<file path="config.mk">
export PLATFORM = sky130hd
export DESIGN_NAME = tm1638_drv
export DESIGN_NICKNAME = d
export VERILOG_FILES = /design/src/hdl/tm1638_pkg.sv /design/src/hdl/tm1638_display_image.sv /design/src/hdl/tm1638_drv.sv /design/src/hdl/tm1638_frame_seq.sv /design/src/hdl/tm1638_serial_port.sv /design/src/hdl/tm1638_tick_gen.sv
export SDC_FILE = /design/constraint.sdc
export NUM_CORES = 1
export LEC_CHECK = 0
export ABC_CLOCK_PERIOD_IN_PS = 5350
export BUFFER_PORTS_ARGS = -buffer_cell sky130_fd_sc_hd__buf_4
export CORE_ASPECT_RATIO = 1.1
export CORE_MARGIN = 3
export CORE_UTILIZATION = 61
export DETAILED_ROUTE_END_ITERATION = 8
export PLACE_DENSITY = 0.85
export SYNTH_ARGS = -nofsm -noshare
export SYNTH_HDL_FRONTEND = slang
export SYNTH_SLANG_ARGS = --single-unit
</file>
<file path="constraint.sdc">
create_clock -name clk -period 5.35 [get_ports clk]
set_clock_uncertainty 0.2 [all_clocks]
set_input_delay 0.535 -clock clk [delete_from_list [all_inputs] [get_ports clk]]
set_output_delay 0.535 -clock clk [all_outputs]
set_load 0.1 [all_outputs]
</file>
<file path="src/hdl/tm1638_pkg.sv">
// shared constants, types and the segment encoder for the TM1638 driver and its testbench
package tm1638_pkg;

    localparam int NUM_DIGITS    = 8;
    localparam int IMAGE_BYTES   = 16;
    localparam int NUM_KEY_BYTES = 4;

    // bus command bytes, one per group
    localparam logic [7:0] CMD_WRITE_AUTO = 8'h40;
    localparam logic [7:0] CMD_ADDR0      = 8'hC0;
    localparam logic [7:0] CMD_DISPLAY_ON = 8'h8F; // on, full brightness
    localparam logic [7:0] CMD_READ_KEYS  = 8'h42;

    // bit 0 is segment a, bit 6 is segment g
    typedef logic [6:0] seg_t;

    typedef struct packed {
        logic [NUM_DIGITS-1:0][3:0] hex;
        seg_t [NUM_DIGITS-1:0]      direct;   // ORed over the hex pattern
        logic [NUM_DIGITS-1:0]      dots;
        logic [NUM_DIGITS-1:0]      leds;
        logic [NUM_DIGITS-1:0]      suppress; // blanks the digit, dot stays
    } disp_in_t;

    typedef enum logic [1:0] {
        KIND_CMD   = 2'd0,
        KIND_IMAGE = 2'd1,
        KIND_READ  = 2'd2
    } byte_kind_t;

    typedef struct packed {
        logic sclk;
        logic stb;
        logic dio;
        logic dio_oe;   // low while the board drives dio
    } tm_bus_t;

    function automatic seg_t seg_encode(input logic [3:0] value);
        seg_t seg;
        case (value)
            //                 gfedcba
            4'h0:    seg = 7'b0111111;
            4'h1:    seg = 7'b0000110;
            4'h2:    seg = 7'b1011011;
            4'h3:    seg = 7'b1001111;
            4'h4:    seg = 7'b1100110;
            4'h5:    seg = 7'b1101101;
            4'h6:    seg = 7'b1111101;
            4'h7:    seg = 7'b0100111;
            4'h8:    seg = 7'b1111111;
            4'h9:    seg = 7'b1101111;
            4'hA:    seg = 7'b1110111;
            4'hB:    seg = 7'b1111100; // lower case b
            4'hC:    seg = 7'b0111001;
            4'hD:    seg = 7'b1011110; // lower case d
            4'hE:    seg = 7'b1111001;
            default: seg = 7'b1110001; // F
        endcase
        return seg;
    endfunction

endpackage

</file>
<file path="src/hdl/tm1638_display_image.sv">
// latches the display inputs at each frame request and serves the 16 image bytes by address
`timescale 1ns/1ps

module tm1638_display_image import tm1638_pkg::*; (
    input  logic       clk,
    input  logic       n_rst,
    input  logic       frame_i,
    input  disp_in_t   disp_i,
    input  logic [3:0] addr_i,
    output logic [7:0] byte_o
);

    logic [IMAGE_BYTES-1:0][7:0] image_q;
    seg_t [NUM_DIGITS-1:0]       digit_seg;

    // digit segments, blanked by suppress
    always_comb begin
        for (int i = 0; i < NUM_DIGITS; i++) begin
            if (disp_i.suppress[i]) begin
                digit_seg[i] = '0;
            end else begin
                digit_seg[i] = seg_encode(disp_i.hex[i]) | disp_i.direct[i];
            end
        end
    end

    always_ff @(posedge clk or negedge n_rst) begin
        if (!n_rst) begin
            image_q <= '0;
        end else if (frame_i) begin
            for (int i = 0; i < NUM_DIGITS; i++) begin
                image_q[2*i]   <= {disp_i.dots[i], digit_seg[i]};  // grid byte
                image_q[2*i+1] <= {7'b0, disp_i.leds[i]};          // led in seg9
            end
        end
    end

    assign byte_o = image_q[addr_i];

endmodule

</file>
<file path="src/hdl/tm1638_drv.sv">
// top level of the TM1638 LED and key board driver, connects ticks, sequencer, image and port
`timescale 1ns/1ps

module tm1638_drv import tm1638_pkg::*; #(
    parameter int CLK_HZ   = 8_000_000,
    parameter int SCLK_HZ  = 1_000_000,
    parameter int FRAME_HZ = 2000
) (
    input  logic       clk,
    input  logic       n_rst,
    input  disp_in_t   disp_i,
    input  logic       dio_i,
    output tm_bus_t    bus_o,
    output logic [7:0] keys_o,
    output logic       frame_req_o
);

    logic       rise;
    logic       fall;
    byte_kind_t kind;
    logic [4:0] byte_idx;
    logic [2:0] bit_idx;
    logic       shift;
    logic       load;
    logic       sclk_low;
    logic       stb;
    logic       oe;
    logic       read_done;
    logic [4:0] image_addr;
    logic [7:0] image_byte;

    assign image_addr = byte_idx - 5'd2;   // image starts after 40h and C0h

    tm1638_tick_gen #(
        .CLK_HZ   (CLK_HZ),
        .SCLK_HZ  (SCLK_HZ),
        .FRAME_HZ (FRAME_HZ)
    ) u_tick_gen (
        .clk     (clk),
        .n_rst   (n_rst),
        .rise_o  (rise),
        .fall_o  (fall),
        .frame_o (frame_req_o)
    );

    tm1638_frame_seq u_frame_seq (
        .clk         (clk),
        .n_rst       (n_rst),
        .rise_i      (rise),
        .fall_i      (fall),
        .frame_i     (frame_req_o),
        .kind_o      (kind),
        .byte_idx_o  (byte_idx),
        .bit_idx_o   (bit_idx),
        .shift_o     (shift),
        .load_o      (load),
        .sclk_low_o  (sclk_low),
        .stb_o       (stb),
        .oe_o        (oe),
        .read_done_o (read_done)
    );

    tm1638_display_image u_display_image (
        .clk     (clk),
        .n_rst   (n_rst),
        .frame_i (frame_req_o),
        .disp_i  (disp_i),
        .addr_i  (image_addr[3:0]),
        .byte_o  (image_byte)
    );

    tm1638_serial_port u_serial_port (
        .clk          (clk),
        .n_rst        (n_rst),
        .rise_i       (rise),
        .kind_i       (kind),
        .byte_idx_i   (byte_idx),
        .bit_idx_i    (bit_idx),
        .shift_i      (shift),
        .load_i       (load),
        .sclk_low_i   (sclk_low),
        .stb_i        (stb),
        .oe_i         (oe),
        .read_done_i  (read_done),
        .image_byte_i (image_byte),
        .dio_i        (dio_i),
        .bus_o        (bus_o),
        .keys_o       (keys_o)
    );

endmodule

</file>
<file path="src/hdl/tm1638_frame_seq.sv">
// steps through the 24 bytes of a TM1638 frame and 8 bits per byte, drives strobe and clock gating
`timescale 1ns/1ps

module tm1638_frame_seq import tm1638_pkg::*; (
    input  logic       clk,
    input  logic       n_rst,
    input  logic       rise_i,
    input  logic       fall_i,
    input  logic       frame_i,
    output byte_kind_t kind_o,
    output logic [4:0] byte_idx_o,
    output logic [2:0] bit_idx_o,
    output logic       shift_o,
    output logic       load_o,
    output logic       sclk_low_o,
    output logic       stb_o,
    output logic       oe_o,
    output logic       read_done_o
);

    // byte map of one frame
    localparam logic [4:0] FIRST_IMAGE = 5'd2;
    localparam logic [4:0] LAST_IMAGE  = 5'(FIRST_IMAGE + IMAGE_BYTES - 1);
    localparam logic [4:0] DISP_ON     = 5'(LAST_IMAGE + 1);
    localparam logic [4:0] READ_CMD    = 5'(DISP_ON + 1);
    localparam logic [4:0] FIRST_READ  = 5'(READ_CMD + 1);
    localparam logic [4:0] LAST_BYTE   = 5'(READ_CMD + NUM_KEY_BYTES);

    typedef enum logic [1:0] {
        ST_IDLE,
        ST_SETUP,   // strobe low, clock not yet running
        ST_BITS,
        ST_GAP      // idle period between bytes
    } state_t;

    state_t state;

    function automatic logic group_start(input logic [4:0] idx);
        return (idx == 5'd0) || (idx == 5'd1) || (idx == DISP_ON) || (idx == READ_CMD);
    endfunction

    function automatic logic group_end(input logic [4:0] idx);
        return (idx == 5'd0) || (idx == LAST_IMAGE) || (idx == DISP_ON) || (idx == LAST_BYTE);
    endfunction

    always_comb begin
        if (byte_idx_o >= FIRST_READ) begin
            kind_o = KIND_READ;
        end else if (byte_idx_o >= FIRST_IMAGE && byte_idx_o <= LAST_IMAGE) begin
            kind_o = KIND_IMAGE;
        end else begin
            kind_o = KIND_CMD;
        end
    end

    assign load_o  = fall_i & ~frame_i
                   & ((state == ST_SETUP) | ((state == ST_GAP) & ~group_start(byte_idx_o)));
    assign shift_o = fall_i & ~frame_i & (state == ST_BITS) & (bit_idx_o != 3'd7);

    always_ff @(posedge clk or negedge n_rst) begin
        if (!n_rst) begin
            state       <= ST_IDLE;
            byte_idx_o  <= '0;
            bit_idx_o   <= '0;
            sclk_low_o  <= 1'b0;
            stb_o       <= 1'b1;
            oe_o        <= 1'b0;
            read_done_o <= 1'b0;
        end else begin
            read_done_o <= 1'b0;
            if (rise_i) begin
                sclk_low_o <= 1'b0;    // board samples here
            end
            if (frame_i) begin         // restarts any running sequence
                state      <= ST_SETUP;
                byte_idx_o <= '0;
                bit_idx_o  <= '0;
                stb_o      <= 1'b0;
                oe_o       <= 1'b1;
            end else if (fall_i) begin
                case (state)
                    ST_SETUP: begin
                        state      <= ST_BITS;
                        bit_idx_o  <= '0;
                        sclk_low_o <= 1'b1;
                    end
                    ST_BITS: begin
                        if (bit_idx_o != 3'd7) begin
                            bit_idx_o  <= bit_idx_o + 1'b1;
                            sclk_low_o <= 1'b1;
                        end else begin
                            if (group_end(byte_idx_o)) begin
                                stb_o <= 1'b1;
                            end
                            if (byte_idx_o == READ_CMD) begin
                                oe_o <= 1'b0;   // hand dio to the board
                            end
                            if (byte_idx_o == LAST_BYTE) begin
                                state       <= ST_IDLE;
                                read_done_o <= 1'b1;
                            end else begin
                                state      <= ST_GAP;
                                byte_idx_o <= byte_idx_o + 1'b1;
                            end
                        end
                    end
                    ST_GAP: begin
                        if (group_start(byte_idx_o)) begin
                            state <= ST_SETUP;
                            stb_o <= 1'b0;
                        end else begin
                            state      <= ST_BITS;
                            bit_idx_o  <= '0;
                            sclk_low_o <= 1'b1;
                        end
                    end
                    default: ;
                endcase
            end
        end
    end

endmodule

</file>
<file path="src/hdl/tm1638_serial_port.sv">
// drives the TM1638 pins from the sequencer state, shifts bytes out and gathers the key bits
`timescale 1ns/1ps

module tm1638_serial_port import tm1638_pkg::*; (
    input  logic       clk,
    input  logic       n_rst,
    input  logic       rise_i,
    input  byte_kind_t kind_i,
    input  logic [4:0] byte_idx_i,
    input  logic [2:0] bit_idx_i,
    input  logic       shift_i,
    input  logic       load_i,
    input  logic       sclk_low_i,
    input  logic       stb_i,
    input  logic       oe_i,
    input  logic       read_done_i,
    input  logic [7:0] image_byte_i,
    input  logic       dio_i,
    output tm_bus_t    bus_o,
    output logic [7:0] keys_o
);

    logic [7:0] tx_byte;
    logic [6:0] tx_shift;   // remaining bits, lsb next
    logic       dio_q;
    logic [7:0] key_stage;
    logic       key_sample;
    logic [2:0] key_idx;

    always_comb begin
        tx_byte = 8'h00;    // read bytes keep dio low
        case (kind_i)
            KIND_IMAGE: tx_byte = image_byte_i;
            KIND_CMD: begin
                // commands sit at bytes 0, 1, 18 and 19
                case ({byte_idx_i[4], byte_idx_i[0]})
                    2'b00:   tx_byte = CMD_WRITE_AUTO;
                    2'b01:   tx_byte = CMD_ADDR0;
                    2'b10:   tx_byte = CMD_DISPLAY_ON;
                    default: tx_byte = CMD_READ_KEYS;
                endcase
            end
            default: ;
        endcase
    end

    always_ff @(posedge clk or negedge n_rst) begin
        if (!n_rst) begin
            dio_q <= 1'b0;
        end else if (load_i) begin
            dio_q <= tx_byte[0];
        end else if (shift_i) begin
            dio_q <= tx_shift[0];
        end
    end

    always_ff @(posedge clk) begin
        if (load_i) begin
            tx_shift <= tx_byte[7:1];
        end else if (shift_i) begin
            tx_shift <= {1'b0, tx_shift[6:1]};
        end
    end

    // keys sit in bits 0 and 4 of each read byte
    assign key_sample = rise_i & sclk_low_i & (kind_i == KIND_READ) & (bit_idx_i[1:0] == 2'b00);
    assign key_idx    = {~byte_idx_i[1:0], ~bit_idx_i[2]}; // 7 - 2k, or 6 - 2k at bit 4

    always_ff @(posedge clk or negedge n_rst) begin
        if (!n_rst) begin
            key_stage <= '0;
            keys_o    <= '0;
        end else begin
            if (key_sample) begin
                key_stage[key_idx] <= dio_i;
            end
            if (read_done_i) begin
                keys_o <= key_stage;    // all eight at once
            end
        end
    end

    always_comb begin
        bus_o.sclk   = ~sclk_low_i;
        bus_o.stb    = stb_i;
        bus_o.dio    = dio_q;
        bus_o.dio_oe = oe_i;
    end

endmodule

</file>
<file path="src/hdl/tm1638_tick_gen.sv">
// divides clk into serial clock edge strobes and the periodic frame request for the driver
`timescale 1ns/1ps

module tm1638_tick_gen #(
    parameter int CLK_HZ   = 8_000_000,
    parameter int SCLK_HZ  = 1_000_000,
    parameter int FRAME_HZ = 2000
) (
    input  logic clk,
    input  logic n_rst,
    output logic rise_o,
    output logic fall_o,
    output logic frame_o
);

    localparam int HALF_DIV    = (CLK_HZ + 2 * SCLK_HZ - 1) / (2 * SCLK_HZ); // rounded up
    localparam int FRAME_TICKS = CLK_HZ / (2 * HALF_DIV * FRAME_HZ);
    localparam int HALF_W      = (HALF_DIV > 1) ? $clog2(HALF_DIV) : 1;
    localparam int FRAME_W     = (FRAME_TICKS > 1) ? $clog2(FRAME_TICKS) : 1;

    logic [HALF_W-1:0]  half_cnt;
    logic               phase;      // high when the next wrap is a fall
    logic [FRAME_W-1:0] frame_cnt;  // serial periods within a frame
    logic               half_wrap;
    logic               frame_wrap;

    assign half_wrap  = (half_cnt == HALF_W'(HALF_DIV - 1));
    assign frame_wrap = (frame_cnt == FRAME_W'(FRAME_TICKS - 1));

    always_ff @(posedge clk or negedge n_rst) begin
        if (!n_rst) begin
            half_cnt  <= '0;
            phase     <= 1'b0;
            frame_cnt <= '0;
            rise_o    <= 1'b0;
            fall_o    <= 1'b0;
            frame_o   <= 1'b0;
        end else begin
            rise_o  <= half_wrap & ~phase;
            fall_o  <= half_wrap & phase;
            frame_o <= half_wrap & phase & frame_wrap; // lands on a fall tick
            if (half_wrap) begin
                half_cnt <= '0;
                phase    <= ~phase;
                if (phase) begin
                    frame_cnt <= frame_wrap ? '0 : frame_cnt + 1'b1;
                end
            end else begin
                half_cnt <= half_cnt + 1'b1;
            end
        end
    end

endmodule

</file>
**Yosys cells after proc, flatten, opt, wreduce, memory -nomap -nowiden**

Memory sizes are Yosys's and may differ from the RTL's.
Index checks and enable logic that the tools add are counted.

- Add/sub/neg operators: 5
- Order comparisons: 6
- Eq/ne operators: 22
- Mux-type cells: 69
- Bitwise operators: 26
- Reduce and logical (&&, ||, !) cells: 24

Operator list:

| operator | count |
|---|---|
| 2-to-1 mux 7 bit | 18 |
| bitwise OR 7 bit | 8 |
| binary-select mux 8 bit (select 4 bit) | 1 |
| 2-to-1 mux 5 bit | 5 |
| 2-to-1 mux 1 bit | 24 |
| case mux 8 bit (3 select lines) | 1 |
| == test 5 bit, second input constant | 4 |
| != test 3 bit, second input constant | 6 |
| case mux 8 bit (2 select lines) | 1 |
| 2-to-1 mux 2 bit | 7 |
| 2-to-1 mux 3 bit | 4 |
| AND reduction 4 bit | 3 |
| bitwise AND 1 bit | 11 |
| == test 2 bit, second input constant | 5 |
| adder 9 x 1 -> 9 bit, second input constant | 1 |
| == test 9 bit, second input constant | 1 |
| 2-to-1 mux 9 bit | 1 |
| case mux 3 bit (3 select lines) | 1 |
| bitwise mux 8 bit | 1 |
| 2-to-1 mux 8 bit | 1 |
| nonzero test 2 bit | 4 |
| == test 2 x 1 -> 1 bit, second input constant | 3 |
| zero test 2 bit | 3 |
| logical OR 1 bit | 6 |
| 26 further kinds | 32 |

- Register bits after elaboration: 125
- Bits in read-only memories: 896
- Logic and storage cells: 193
- Memories kept: 8

Memories:

| memory | words | width | read ports | clocked after memory_dff | wr ports | RTL line | text |
|---|---|---|---|---|---|---|---|
| (no name shown) | 16 | 7 | 1 | 0 | 0 | tm1638_pkg.sv:40 | `case (value)` |
| (no name shown) | 16 | 7 | 1 | 0 | 0 | tm1638_pkg.sv:40 |  |
| (no name shown) | 16 | 7 | 1 | 0 | 0 | tm1638_pkg.sv:40 |  |
| (no name shown) | 16 | 7 | 1 | 0 | 0 | tm1638_pkg.sv:40 |  |
| (no name shown) | 16 | 7 | 1 | 0 | 0 | tm1638_pkg.sv:40 |  |
| (no name shown) | 16 | 7 | 1 | 0 | 0 | tm1638_pkg.sv:40 |  |
| 2 more memories | n/a | n/a | n/a | n/a | n/a | n/a |  |

**Logic depth before layout (Yosys ltp)**

Gate-level depths: netlist of run 1.

- Word-level depth: 9
- Mapped depth: 10
- Mapped depth without buffers: 7

**By module**

A second synthesis of run 1 with hierarchy kept.

- Cells, all modules: 836
- Area, all modules: 8,373.0 µm²

By module, submodules not included:

| module | times used | cells an instance | area an instance (µm²) |
|---|---|---|---|
| tm1638_display_image | 1 | 575 | 5,547.8 |
| tm1638_serial_port | 1 | 94 | 1,161.1 |
| tm1638_frame_seq | 1 | 98 | 929.6 |
| tm1638_tick_gen | 1 | 64 | 701.9 |
| tm1638_drv | 1 | 5 | 32.5 |

**Worst setup path after synthesis of run 1**

Ideal clock, no wire load.

- Path kind: flip-flop to flip-flop
- From: reg u_frame_seq.byte_idx_o[1]
- To: reg u_serial_port.tx_shift[0] (enable)
- Arrival: 2.188 ns
- Required time: 4.827 ns
- Setup slack: 2.639 ns
- Stages on the path, launching flop included: 10
- Buffers on the path: 3
- Cell sequence: dfrtp_1 -> buf_4 -> clkbuf_8 -> inv_1 -> ha_1 -> nor3_2 -> nor4bb_4 -> or3_1 -> buf_2 -> nand2_1

- Word-level cells in the longest chain between the ends: 9
- Elaborated cells on any way between the ends: 12
- Those cells by class: 3 x eq/ne; 4 x bitwise; 5 x reduce/logical

Ends and longest elaborated chain:

| item | RTL line | text |
|---|---|---|
| start: declaration | tm1638_frame_seq.sv:11 | `output logic [4:0] byte_idx_o,` |
| start signal: assignment | tm1638_frame_seq.sv:103 | `byte_idx_o <= byte_idx_o + 1'b1;` |
| == test 5 x 1 -> 1 bit / zero test 5 bit (equally long branches) | tm1638_frame_seq.sv:39 | `return (idx == 5'd0) \|\| (idx == 5'd1) \|\| (idx == DISP_ON) \|\| (idx == READ_CMD);` |
| logical OR 1 bit (2 in a row) | tm1638_frame_seq.sv:39 |  |
| logical OR 1 bit (*) | tm1638_frame_seq.sv:39 |  |
| inverter 1 bit (*) | tm1638_frame_seq.sv:57 | `& ((state == ST_SETUP) \| ((state == ST_GAP) & ~group_start(byte_idx_o)));` |
| bitwise AND 1 bit (*) | tm1638_frame_seq.sv:57 |  |
| bitwise OR 1 bit (*) | tm1638_frame_seq.sv:57 |  |
| bitwise AND 1 bit (*) | tm1638_frame_seq.sv:57 |  |
| nonzero test 2 bit (no source line) (*) | n/a |  |
| end signal: assignment | tm1638_serial_port.sv:59 | `tx_shift <= tx_byte[7:1];` |
| end signal: assignment | tm1638_serial_port.sv:61 | `tx_shift <= {1'b0, tx_shift[6:1]};` |
| end: declaration | tm1638_serial_port.sv:24 | `logic [6:0] tx_shift;` |

Mark *: on every way between the ends. The rest lies on a longest branch, timed or not.
A chain may end at the register's enable or synchronous reset.

**Final worst setup path of run 1**

- From: reg u_frame_seq.byte_idx_o[0]
- To: reg u_serial_port.tx_shift[2] (enable)

Same word-level chain as after synthesis.

==> results of run 1 <==
-- state kept, by name, indices dropped and copies added, names as in the netlist --
signal,flops
u_tick_gen.frame_o,1
u_frame_seq.sclk_low_o,1
u_serial_port.keys_o,8
u_frame_seq.bit_idx_o,3
u_serial_port.tx_shift,7
u_frame_seq.state,2
u_display_image.image_q,72
u_tick_gen.frame_cnt,9
u_frame_seq.stb_o,1
u_tick_gen.half_cnt,2
u_tick_gen.rise_o,1
u_frame_seq.read_done_o,1
u_tick_gen.phase,1
u_serial_port.key_stage,8
u_serial_port.dio_q,1
u_tick_gen.fall_o,1
u_frame_seq.oe_o,1
u_frame_seq.byte_idx_o,5
-- layout make-up --
| cell class | instances | area [sq um] | area share |
|---|---|---|---|
| tap | 157 | 196 | 0.0200 |
| clock buffer | 21 | 470 | 0.0478 |
| clock inverter | 10 | 139 | 0.0141 |
| timing repair buffer | 130 | 976 | 0.0992 |
| sequential | 125 | 3170 | 0.322 |
| inverter | 92 | 345 | 0.0351 |
| multi-input combinational | 541 | 4540 | 0.462 |
-- worst paths after layout --
check | start | end | slack [ns] | cells after the start
setup / recovery | u_frame_seq.byte_idx_o[0] | u_serial_port.tx_shift[2] | 2.28 | 6
hold / removal | n_rst | u_display_image.image_q[55] | 0.04 | 1
setup reg to reg | u_frame_seq.byte_idx_o[0] | u_serial_port.tx_shift[2] | 2.28 | 6
hold reg to reg | u_tick_gen.half_cnt[0] | u_tick_gen.half_cnt[0] | 0.25 | 1
max in group asynchronous | n_rst | u_tick_gen.frame_o | 3.70 | 2
min in group clk | disp_i[13] | u_display_image.image_q[88] | 0.15 | 2
-- metrics by stage --
step	util	cells	setup WS, ns
detailed placement	0.714	1045	2.34
CTS	0.762	1076	2.29
global placement	0.714	1045	2.50
global route	0.762	1076	2.16
finish	0.762	1076	2.28
floorplan	-	802	2.64
-- per-layer routing --
layer / share of wire / vias up / track usage / routed length (um)
li1: - / 3050 / - / -
met1: 0.39 / 3192 / 0.351 / 7880
met2: 0.49 / 308 / 0.454 / 9910
met3: 0.068 / 75 / 0.0567 / 1370
met4: 0.052 / 0 / 0.144 / 1060
met5: 0 / - / 0 / 0
-- worst register-to-register path, stage by stage, from the launching register on --
cell and delay [ns]:
dfrtp_1 0.70, inv_1 0.28, ha_1 0.32, nor3b_2 0.29, nor4bb_4 0.11, or3_1 0.51
nand2_1 0.31
-- cell usage in the layout, fill, tap and decap left out, types with 13 or more instances in the layout --
cell type / n
mux2i_1: 26
buf_4: 130
nand2_1: 29
mux4_2: 21
clkbuf_16: 17
a22oi_1: 13
a21oi_1: 31
dfrtp_1: 116
o21ai_0: 52
mux2_2: 55
ha_1: 72
nor2b_1: 14
inv_1: 92
o211ai_1: 38
nor2_1: 65
-- kinds of logic after synthesis --
kind of cell / after synthesis
and+or+nand+nor: 167
adders and majority gates: 72
DFF: 125
buffers and inverters: 136
xor gates and xnor gates: 13
muxes: 104
AOI/OAI and AO/OA: 185
-- report_power, final --
group	internal (uW)	leakage (uW)	switching [uW]	total, uW
Combinational	110	0.00308	122	233
Clock	765	0.000287	414	1180
Sequential	956	0.00143	1.60	957
Total	1830	0.00479	538	2370
-- synth_stat cells (6+ instances only) --
| library cell | n | share of area |
|---|---|---|
| a211oi_1 | 6 | 0.0055 |
| a21oi_1 | 31 | 0.019 |
| a22oi_1 | 13 | 0.012 |
| a31oi_1 | 9 | 0.0068 |
| and2_1 | 6 | 0.0045 |
| buf_2 | 12 | 0.0073 |
| clkbuf_1 | 21 | 0.0095 |
| dfrtp_1 | 117 | 0.35 |
| edfxtp_1 | 7 | 0.025 |
| ha_1 | 72 | 0.11 |
| inv_1 | 92 | 0.042 |
| mux2_2 | 55 | 0.075 |
| mux2i_1 | 26 | 0.031 |
| mux4_2 | 21 | 0.057 |
| nand2_1 | 29 | 0.013 |
| nand3_1 | 6 | 0.0036 |
| nand3b_1 | 10 | 0.0091 |
| nand4_1 | 6 | 0.0045 |
| nor2_1 | 65 | 0.030 |
| nor2b_1 | 14 | 0.011 |
| nor3_1 | 9 | 0.0055 |
| o211ai_1 | 38 | 0.035 |
| o21ai_0 | 52 | 0.031 |
| o22ai_1 | 7 | 0.0053 |
| xnor2_1 | 6 | 0.0064 |
| xor2_1 | 6 | 0.0064 |
==> summary by stage, run 1 <==
Worst setup path
The critical path goes through inv_1, ha_1, nor3b_2, nor4bb_4, or3_1, nand2_1. On the critical path, the stage with the largest delay is an instance of dfrtp_1. The required time at the endpoint of the critical path is 5.23 ns. The signal arrival time at the worst endpoint is 2.95 ns.

For this run, the slowest stage of the critical path takes 0.70 ns. The critical path is of the flip-flop to flip-flop type. On the critical path the largest part of the delay comes from simple AND/OR/NAND/NOR gates. The kind of end point of the critical path is a flip-flop. The number of buffers and inverters on the critical path is 1. The startpoint class of the critical path is a flip-flop. The highest fanout seen on the critical path is 12.

Placement
The placed instances occupy a cell area of 9220 sq um. Routability-driven placement finished with a final weighted congestion of 0.902. In this run the tool buffered the top-level ports with 127 buffer cells. The placed wire-length estimate is 14.5 mm.

Route
The detail route stage leaves a number of antenna-violating nets equal to 0. In this run, the number of DRC markers left after iteration 0 of detailed routing was 608. The total length of routed wires is 20.2 mm. After detailed routing, the number of vias per cell comes to 6.16. The vias after detailed routing is 6625.

After detailed routing, the average wire length per cell comes to 18.8 um. The first detailed-routing pass took 6 iterations. After detailed routing, the number of remaining DRC violations is 0.

Yosys
The number of storage elements in the synthesis netlist is 125. The number of enable-type register cells in the synthesized netlist is 7. After synthesis, the netlist uses 66 different library cells. The complex-gate fraction of the synthesized area was 0.149. The main combinational cell family by area after synthesis is multiplexers. The number of instances in the synthesized netlist is 802. In the synthesized netlist the dominant register cell turns out to be dfrtp_1. Of all flip-flops after synthesis, the portion carrying an async set or reset was 0.944. The synthesized netlist net count is 989. The per-instance average area after synthesis is 10.3 sq um. The mapped netlist covers 8260 sq um. The area share of and/or/nand/nor cells after synthesis is 0.105. Measured against the total synthesized area, the mux share comes to 0.170. The fraction of the yosys area taken by sequential cells is 0.383. The post-synthesis xor/xnor area fraction is 0.0160. The post-synthesis adder-cell area fraction is 0.109. The count of yosys warnings during synthesis is 0.

Global routing
Entering global routing, the biggest net connects 77 pins. Across every metal layer, demand over resource in global routing totals 0.280. The global-route wire length before repair is 32.6 mm. The number of global-route vias before repair is 6618. The initial antenna violation count came to 0. The final global-route overflow total is 0.

Clock tree
The post-CTS setup buffer count is 0. The cell chosen for the clock root is clkbuf_16. TritonCTS built the clock tree. The number of hold buffers added after CTS was 0. The clock edge transition at the registers on the reported setup and hold paths is 0.06 ns. The number of gates given a new drive strength after cts is 0.

The clock reaches the later pin of the worst-skew pair after 0.42 ns. The clock passes through at most 2 buffers. The number of clock sinks is 125. Buffers inserted during clock tree synthesis total 17. The depth of the CTS H-tree is 4.

Cells and area
The filler cell count in the final layout is 881. The count of antenna diodes in the layout is 0. The final instance area is 9830 sq um.

Compared with the post-synthesis result, the final layout area differs by 19.0%. The net count of the finished layout is 1094. Of the cells placed in the final design, the portion with a size suffix greater than 1 is 0.279.

Die
The die span in x is 117 um. The area of the die is 15000 sq um. The placeable core area is 12900 sq um. The starting density of the core is 0.640. The row count is 43.

The total I/O pin count is 128. The die height is 128 um.

STA
Headroom to the max-slew limit came out at 0.381. The max-slew violation count was 0. The sum of negative setup slack is 0 ns.

Hold is met by 0.0448 ns. The number of hold-slack violations in the final timing report is 0. The smallest clock period supported by the final layout is computed as 3.07 ns. Setup repair after global routing left no endpoint under its margin. The portion of the clock cycle consumed by the worst path in the final layout is 0.574.

At the pin with the least slew margin, the transition time is 0.920 ns. The number of endpoints failing setup at the final stage is 0. The highest clock rate is 326 MHz.

Run status
The run finished with clean final reports.

Pwr
The leakage dissipation is 0.00479 uW. The total power is 2370 uW. The worst-case IR drop observed on VDD is 0.216 mV. Dividing total power by cell area gives a power density of 241 nW/um^2.

Worst hold path
The class of the tightest hold or removal check is primary input to asynchronous set/reset pin.

Flow run
The number of maximum-capacitance constraint violations is 0.
Power figures use the tool's default switching activity.
==> inputs of run 2 (changes only) <==
Settings changed: ABC_AREA set to 1, ABC_CLOCK_PERIOD_IN_PS 5350 to 2700, CORE_UTILIZATION 61 to 52, PLACE_DENSITY 0.85 to 0.77.
Clock period 5.35 ns to 2.7 ns, I/O delays scaled along.
==> summary by stage, run 2 <==
Run status
Status: finished, final reports clean (unchanged).

Placement
The placed wire-length estimate was 15.2 mm (was 14.5 mm). The cell count after placement is 1308 (was 1045). The placer's final routability congestion estimate is 0.939 (was 0.902).

The count of buffers from port buffering is 127 (unchanged). The standard cell area after detailed placement was 9080 sq um (was 9220 sq um).

Worst setup path
The signal arrival time at the worst endpoint is 2.25 ns (was 2.95 ns). The highest fanout seen on the critical path was 22 (was 12). The worst stage delay on the critical path is 0.45 ns (was 0.70 ns). The kind of end point of the critical path is a flip-flop (unchanged). The worst setup slack for register-to-register paths is 0.52 ns (was 2.28 ns). The class of the most critical setup path is flip-flop to flip-flop (unchanged). Cell Chain, Critical Path: inv_2, ha_1, buf_4, o21ai_0, o21ai_0, nand2_1, a21oi_1, nor2_1, nor2_1 (was inv_1, ha_1, nor3b_2, nor4bb_4, or3_1, nand2_1). The slowest library cell on the worst path is dfrtp_1 (unchanged). The required time at the endpoint of the critical path is 2.78 ns (was 5.23 ns). The startpoint class of the critical path is a flip-flop (unchanged).

Route
The count of unresolved DRC violations after routing came to 0 (unchanged). The post-detailed-route count of antenna-violating nets is 0 (unchanged). The vias after detailed routing is 7737 (was 6625). The number of DRC markers in iteration 0 was 517 (was 608). The total length of routed wires was 21.5 mm (was 20.2 mm). The number of iterations in the first detailed-routing pass was 5 (was 6).

The final routed wire length divided by cell count came to 15.1 um (was 18.8 um). The via count normalized by instance count is 5.45 (was 6.16).

Clock tree
The clock buffer count from CTS is 17 (unchanged). The clock insertion delay at the later pin of the skew report is 0.41 ns (was 0.42 ns). The number of clock sinks is 125 (unchanged). The clock tree from TritonCTS is yes (unchanged). The depth of the CTS H-tree was 4 (unchanged).

The clock edge transition at the registers on the reported setup and hold paths is 0.05 ns (was 0.06 ns). The number of gates given a new drive strength after cts is 0 (unchanged). The worst-case clock buffer depth is 2 (unchanged). The cell chosen for the clock root is clkbuf_16 (unchanged).

Yosys
The number of storage elements in the synthesis netlist is 125 (unchanged). The fraction of synthesis flops using an asynchronous set or reset pin was 0.944 (unchanged). The distinct cell type count after synthesis is 48 (was 66).

The area fraction of the dominant cell type after synthesis is 0.368 (was 0.354). Largest cells by area after synthesis: dfrtp_1, nand2_1, ha_1 (was dfrtp_1, ha_1, mux2_2). The number of enable-type register cells in the synthesized netlist came to 7 (unchanged).

Cell types with the highest counts after synthesis: nand2_1, o21ai_0, dfrtp_1 (was dfrtp_1, inv_1, ha_1). The per-instance average area after synthesis was 7.85 sq um (was 10.3 sq um). The number of instances in the synthesized netlist is 1014 (was 802). The most frequent cell after synthesis is nand2_1 (was dfrtp_1). The synthesized netlist net count is 1201 (was 989). The predominant post-synthesis flop cell was dfrtp_1 (unchanged). The post-synth design cell area is 7960 sq um (was 8260 sq um). The biggest area consumer among synthesized cells is dfrtp_1 (unchanged). The fraction of the yosys area taken by sequential cells was 0.397 (was 0.383). The count of yosys warnings during synthesis came to 0 (unchanged).

Cells and area
Regs by FF count: u_display_image.image_q: 72 flops, u_tick_gen.frame_cnt: 9 flops (unchanged). The final core utilization was 0.709 (was 0.762). The number of flip-flops under the largest register name is 72 (unchanged). The most common library cell in the layout ignoring fill and taps is nand2_1 (was buf_4). The register with the most flip-flops is u_display_image.image_q (unchanged).

The final instance area is 10400 sq um (was 9830 sq um). The total number of nets in the final design is 1403 (was 1094). Top library cells by usage in the layout, fill and taps aside: nand2_1, buf_4, o21ai_0 (was buf_4, dfrtp_1, inv_1).

The filler cell count in the final layout came to 1161 (was 881). The area overhead of the layout relative to synthesis was 31.1% (was 19.0%). The proportion of layout cells with a drive suffix above 1 was 0.177 (was 0.279). The final instance count without filler cells is 1420 (was 1076).

STA
The sum of negative setup slack is 0 ns (unchanged). The highest clock rate is 460 MHz (was 326 MHz). RSZ-0062 raised after global routing: false (unchanged). The max-slew violation count was 0 (unchanged).

The final period demand of the worst path is 2.18 ns (was 3.07 ns). The number of hold-slack violations in the final timing report was 0 (unchanged). The slew at the pin with the worst max-slew slack is 0.519 ns (was 0.920 ns). The number of endpoints failing setup at the final stage is 0 (unchanged). The worst-case headroom to the max-slew limit is 0.654 (was 0.381). The portion of the clock cycle consumed by the worst path in the final layout was 0.806 (was 0.574).

Global routing
The initial antenna violation count is 1 (was 0). The global-route wire length before repair is 35.4 mm (was 32.6 mm). The number of global-route vias before repair is 7470 (was 6618). The final global-route overflow total is 0 (unchanged).

The total global routing track utilization is 0.264 (was 0.280). The pin count of the biggest net entering global routing is 52 (was 77).

Pwr
The sequential power share is 0.420 (was 0.404). The proportion of power drawn by combinational gates is 0.113 (was 0.098). The clock network fraction of total power is 0.468 (was 0.498). The leakage dissipation came to 0.00503 uW (was 0.00479 uW). The total power is 4540 uW (was 2370 uW).

The switching share of power was 0.226 (was 0.227). The power per unit of standard cell area came to 434 nW/um^2 (was 241 nW/um^2). The cell-internal power is 3510 uW (was 1830 uW). The peak supply drop is 0.369 mV (was 0.216 mV). The total net switching power is 1030 uW (was 538 uW).

Die
The row count is 46 (was 43). The total I/O pin count is 128 (unchanged). The starting density of the core is 0.541 (was 0.640). The die span in x is 124 um (was 117 um). The area of the die is 16800 sq um (was 15000 sq um). The placeable core area is 14700 sq um (was 12900 sq um). The die height is 136 um (was 128 um).

Worst hold path
The class of the tightest hold or removal check is primary input to flip-flop (was primary input to asynchronous set/reset pin).

Flow run
The number of maximum-capacitance constraint violations was 0 (unchanged).
-- run 2: changes by cell type after synthesis, moves of 13 or more --
cell,previous run,this run
mux4_2,21,0
nor2b_1,14,0
nand2_1,29,243
a21oi_1,31,82
a22oi_1,13,0
mux2i_1,26,0
nand3_1,6,60
o21ai_0,52,127
mux2_2,55,8
o211ai_1,38,8
-- run 2: path summary, 6_finish.rpt --
path / start / endpoint / cells past startpoint
setup / recovery: u_frame_seq.byte_idx_o[1] / u_serial_port.tx_shift[2] / 9
hold / removal: disp_i[7] / u_display_image.image_q[117] / 4
setup reg to reg: u_frame_seq.byte_idx_o[1] / u_serial_port.tx_shift[2] / 9
hold reg to reg: u_tick_gen.half_cnt[0] / u_tick_gen.half_cnt[0] / 1
max in group asynchronous: n_rst / u_display_image.image_q[4] / 3
min in group asynchronous: n_rst / u_serial_port.keys_o[0] / 2
-- run 2: per-stage QoR --
stage                     hold slack (ns)  setup slack, ns
after floorplan                    -0.226            0.515
after global placement             0.0746            0.623
after detailed placement           0.0788            0.561
after CTS                        0.000694            0.551
after global routing               0.0316            0.375
final                             0.00365            0.524
-- run 2: critical path: cells and delay by family (launching register included) --
kind                     cells  cell delay [ns]
AND/OR/NAND/NOR              3             0.23
adder cells (fa/ha/maj)      1             0.32
buffers and inverters        2             0.36
AO/OA/AOI/OAI                3             0.48
flip-flops                   1             0.45
-- run 2: area by class of cell --
cell class                 instances  area (sq um)  share of cell area
timing repair buffer             220          1870               0.179
sequential                       125          3160               0.303
clock buffer                      23           489              0.0469
multi-input combinational        750          4230               0.405
tap                              192           240              0.0230
antenna                            1          2.50            0.000240
inverter                         102           384              0.0368
clock inverter                     7          62.6             0.00599
-- run 2: timing repair --
action / CTS / global route
buffers inserted: 0 / 0
hold buffers: 81 / 0
hold endpoints to repair: 105 / 0
-- run 2: logic make-up (layout without fill, tap and decap cells) --
| kind of cell | count (synthesis) | in the layout | synth area share |
|---|---|---|---|
| and+or+nand+nor | 393 | 393 | 0.210 |
| AOI/OAI and AO/OA | 276 | 276 | 0.195 |
| buffers and inverters | 139 | 352 | 0.0713 |
| DFF | 125 | 125 | 0.397 |
| adders and majority gates | 72 | 72 | 0.113 |
| muxes | 8 | 8 | 0.0113 |
| xor gates and xnor gates | 1 | 1 | 0.00110 |
| other | 0 | 1 | 0 |
-- run 2: power groups by stage --
| stage | logic [uW] | registers [uW] | clock network [uW] |
|---|---|---|---|
| after global placement | 416 | 1940 | 0 |
| after global routing | 570 | 1900 | 2210 |
| final | 511 | 1900 | 2120 |
| after detailed placement | 419 | 1940 | 0 |
| after floorplan | 190 | 1930 | 0 |
| after CTS | 501 | 1900 | 2130 |
-- run 2: routing by layer --
metal / vias up / share of wire / track usage
li1: 3819 / - / -
met1: 3566 / 0.43 / 0.354
met2: 314 / 0.48 / 0.433
met3: 38 / 0.071 / 0.0497
met4: 0 / 0.020 / 0.0828
met5: - / 0 / 0
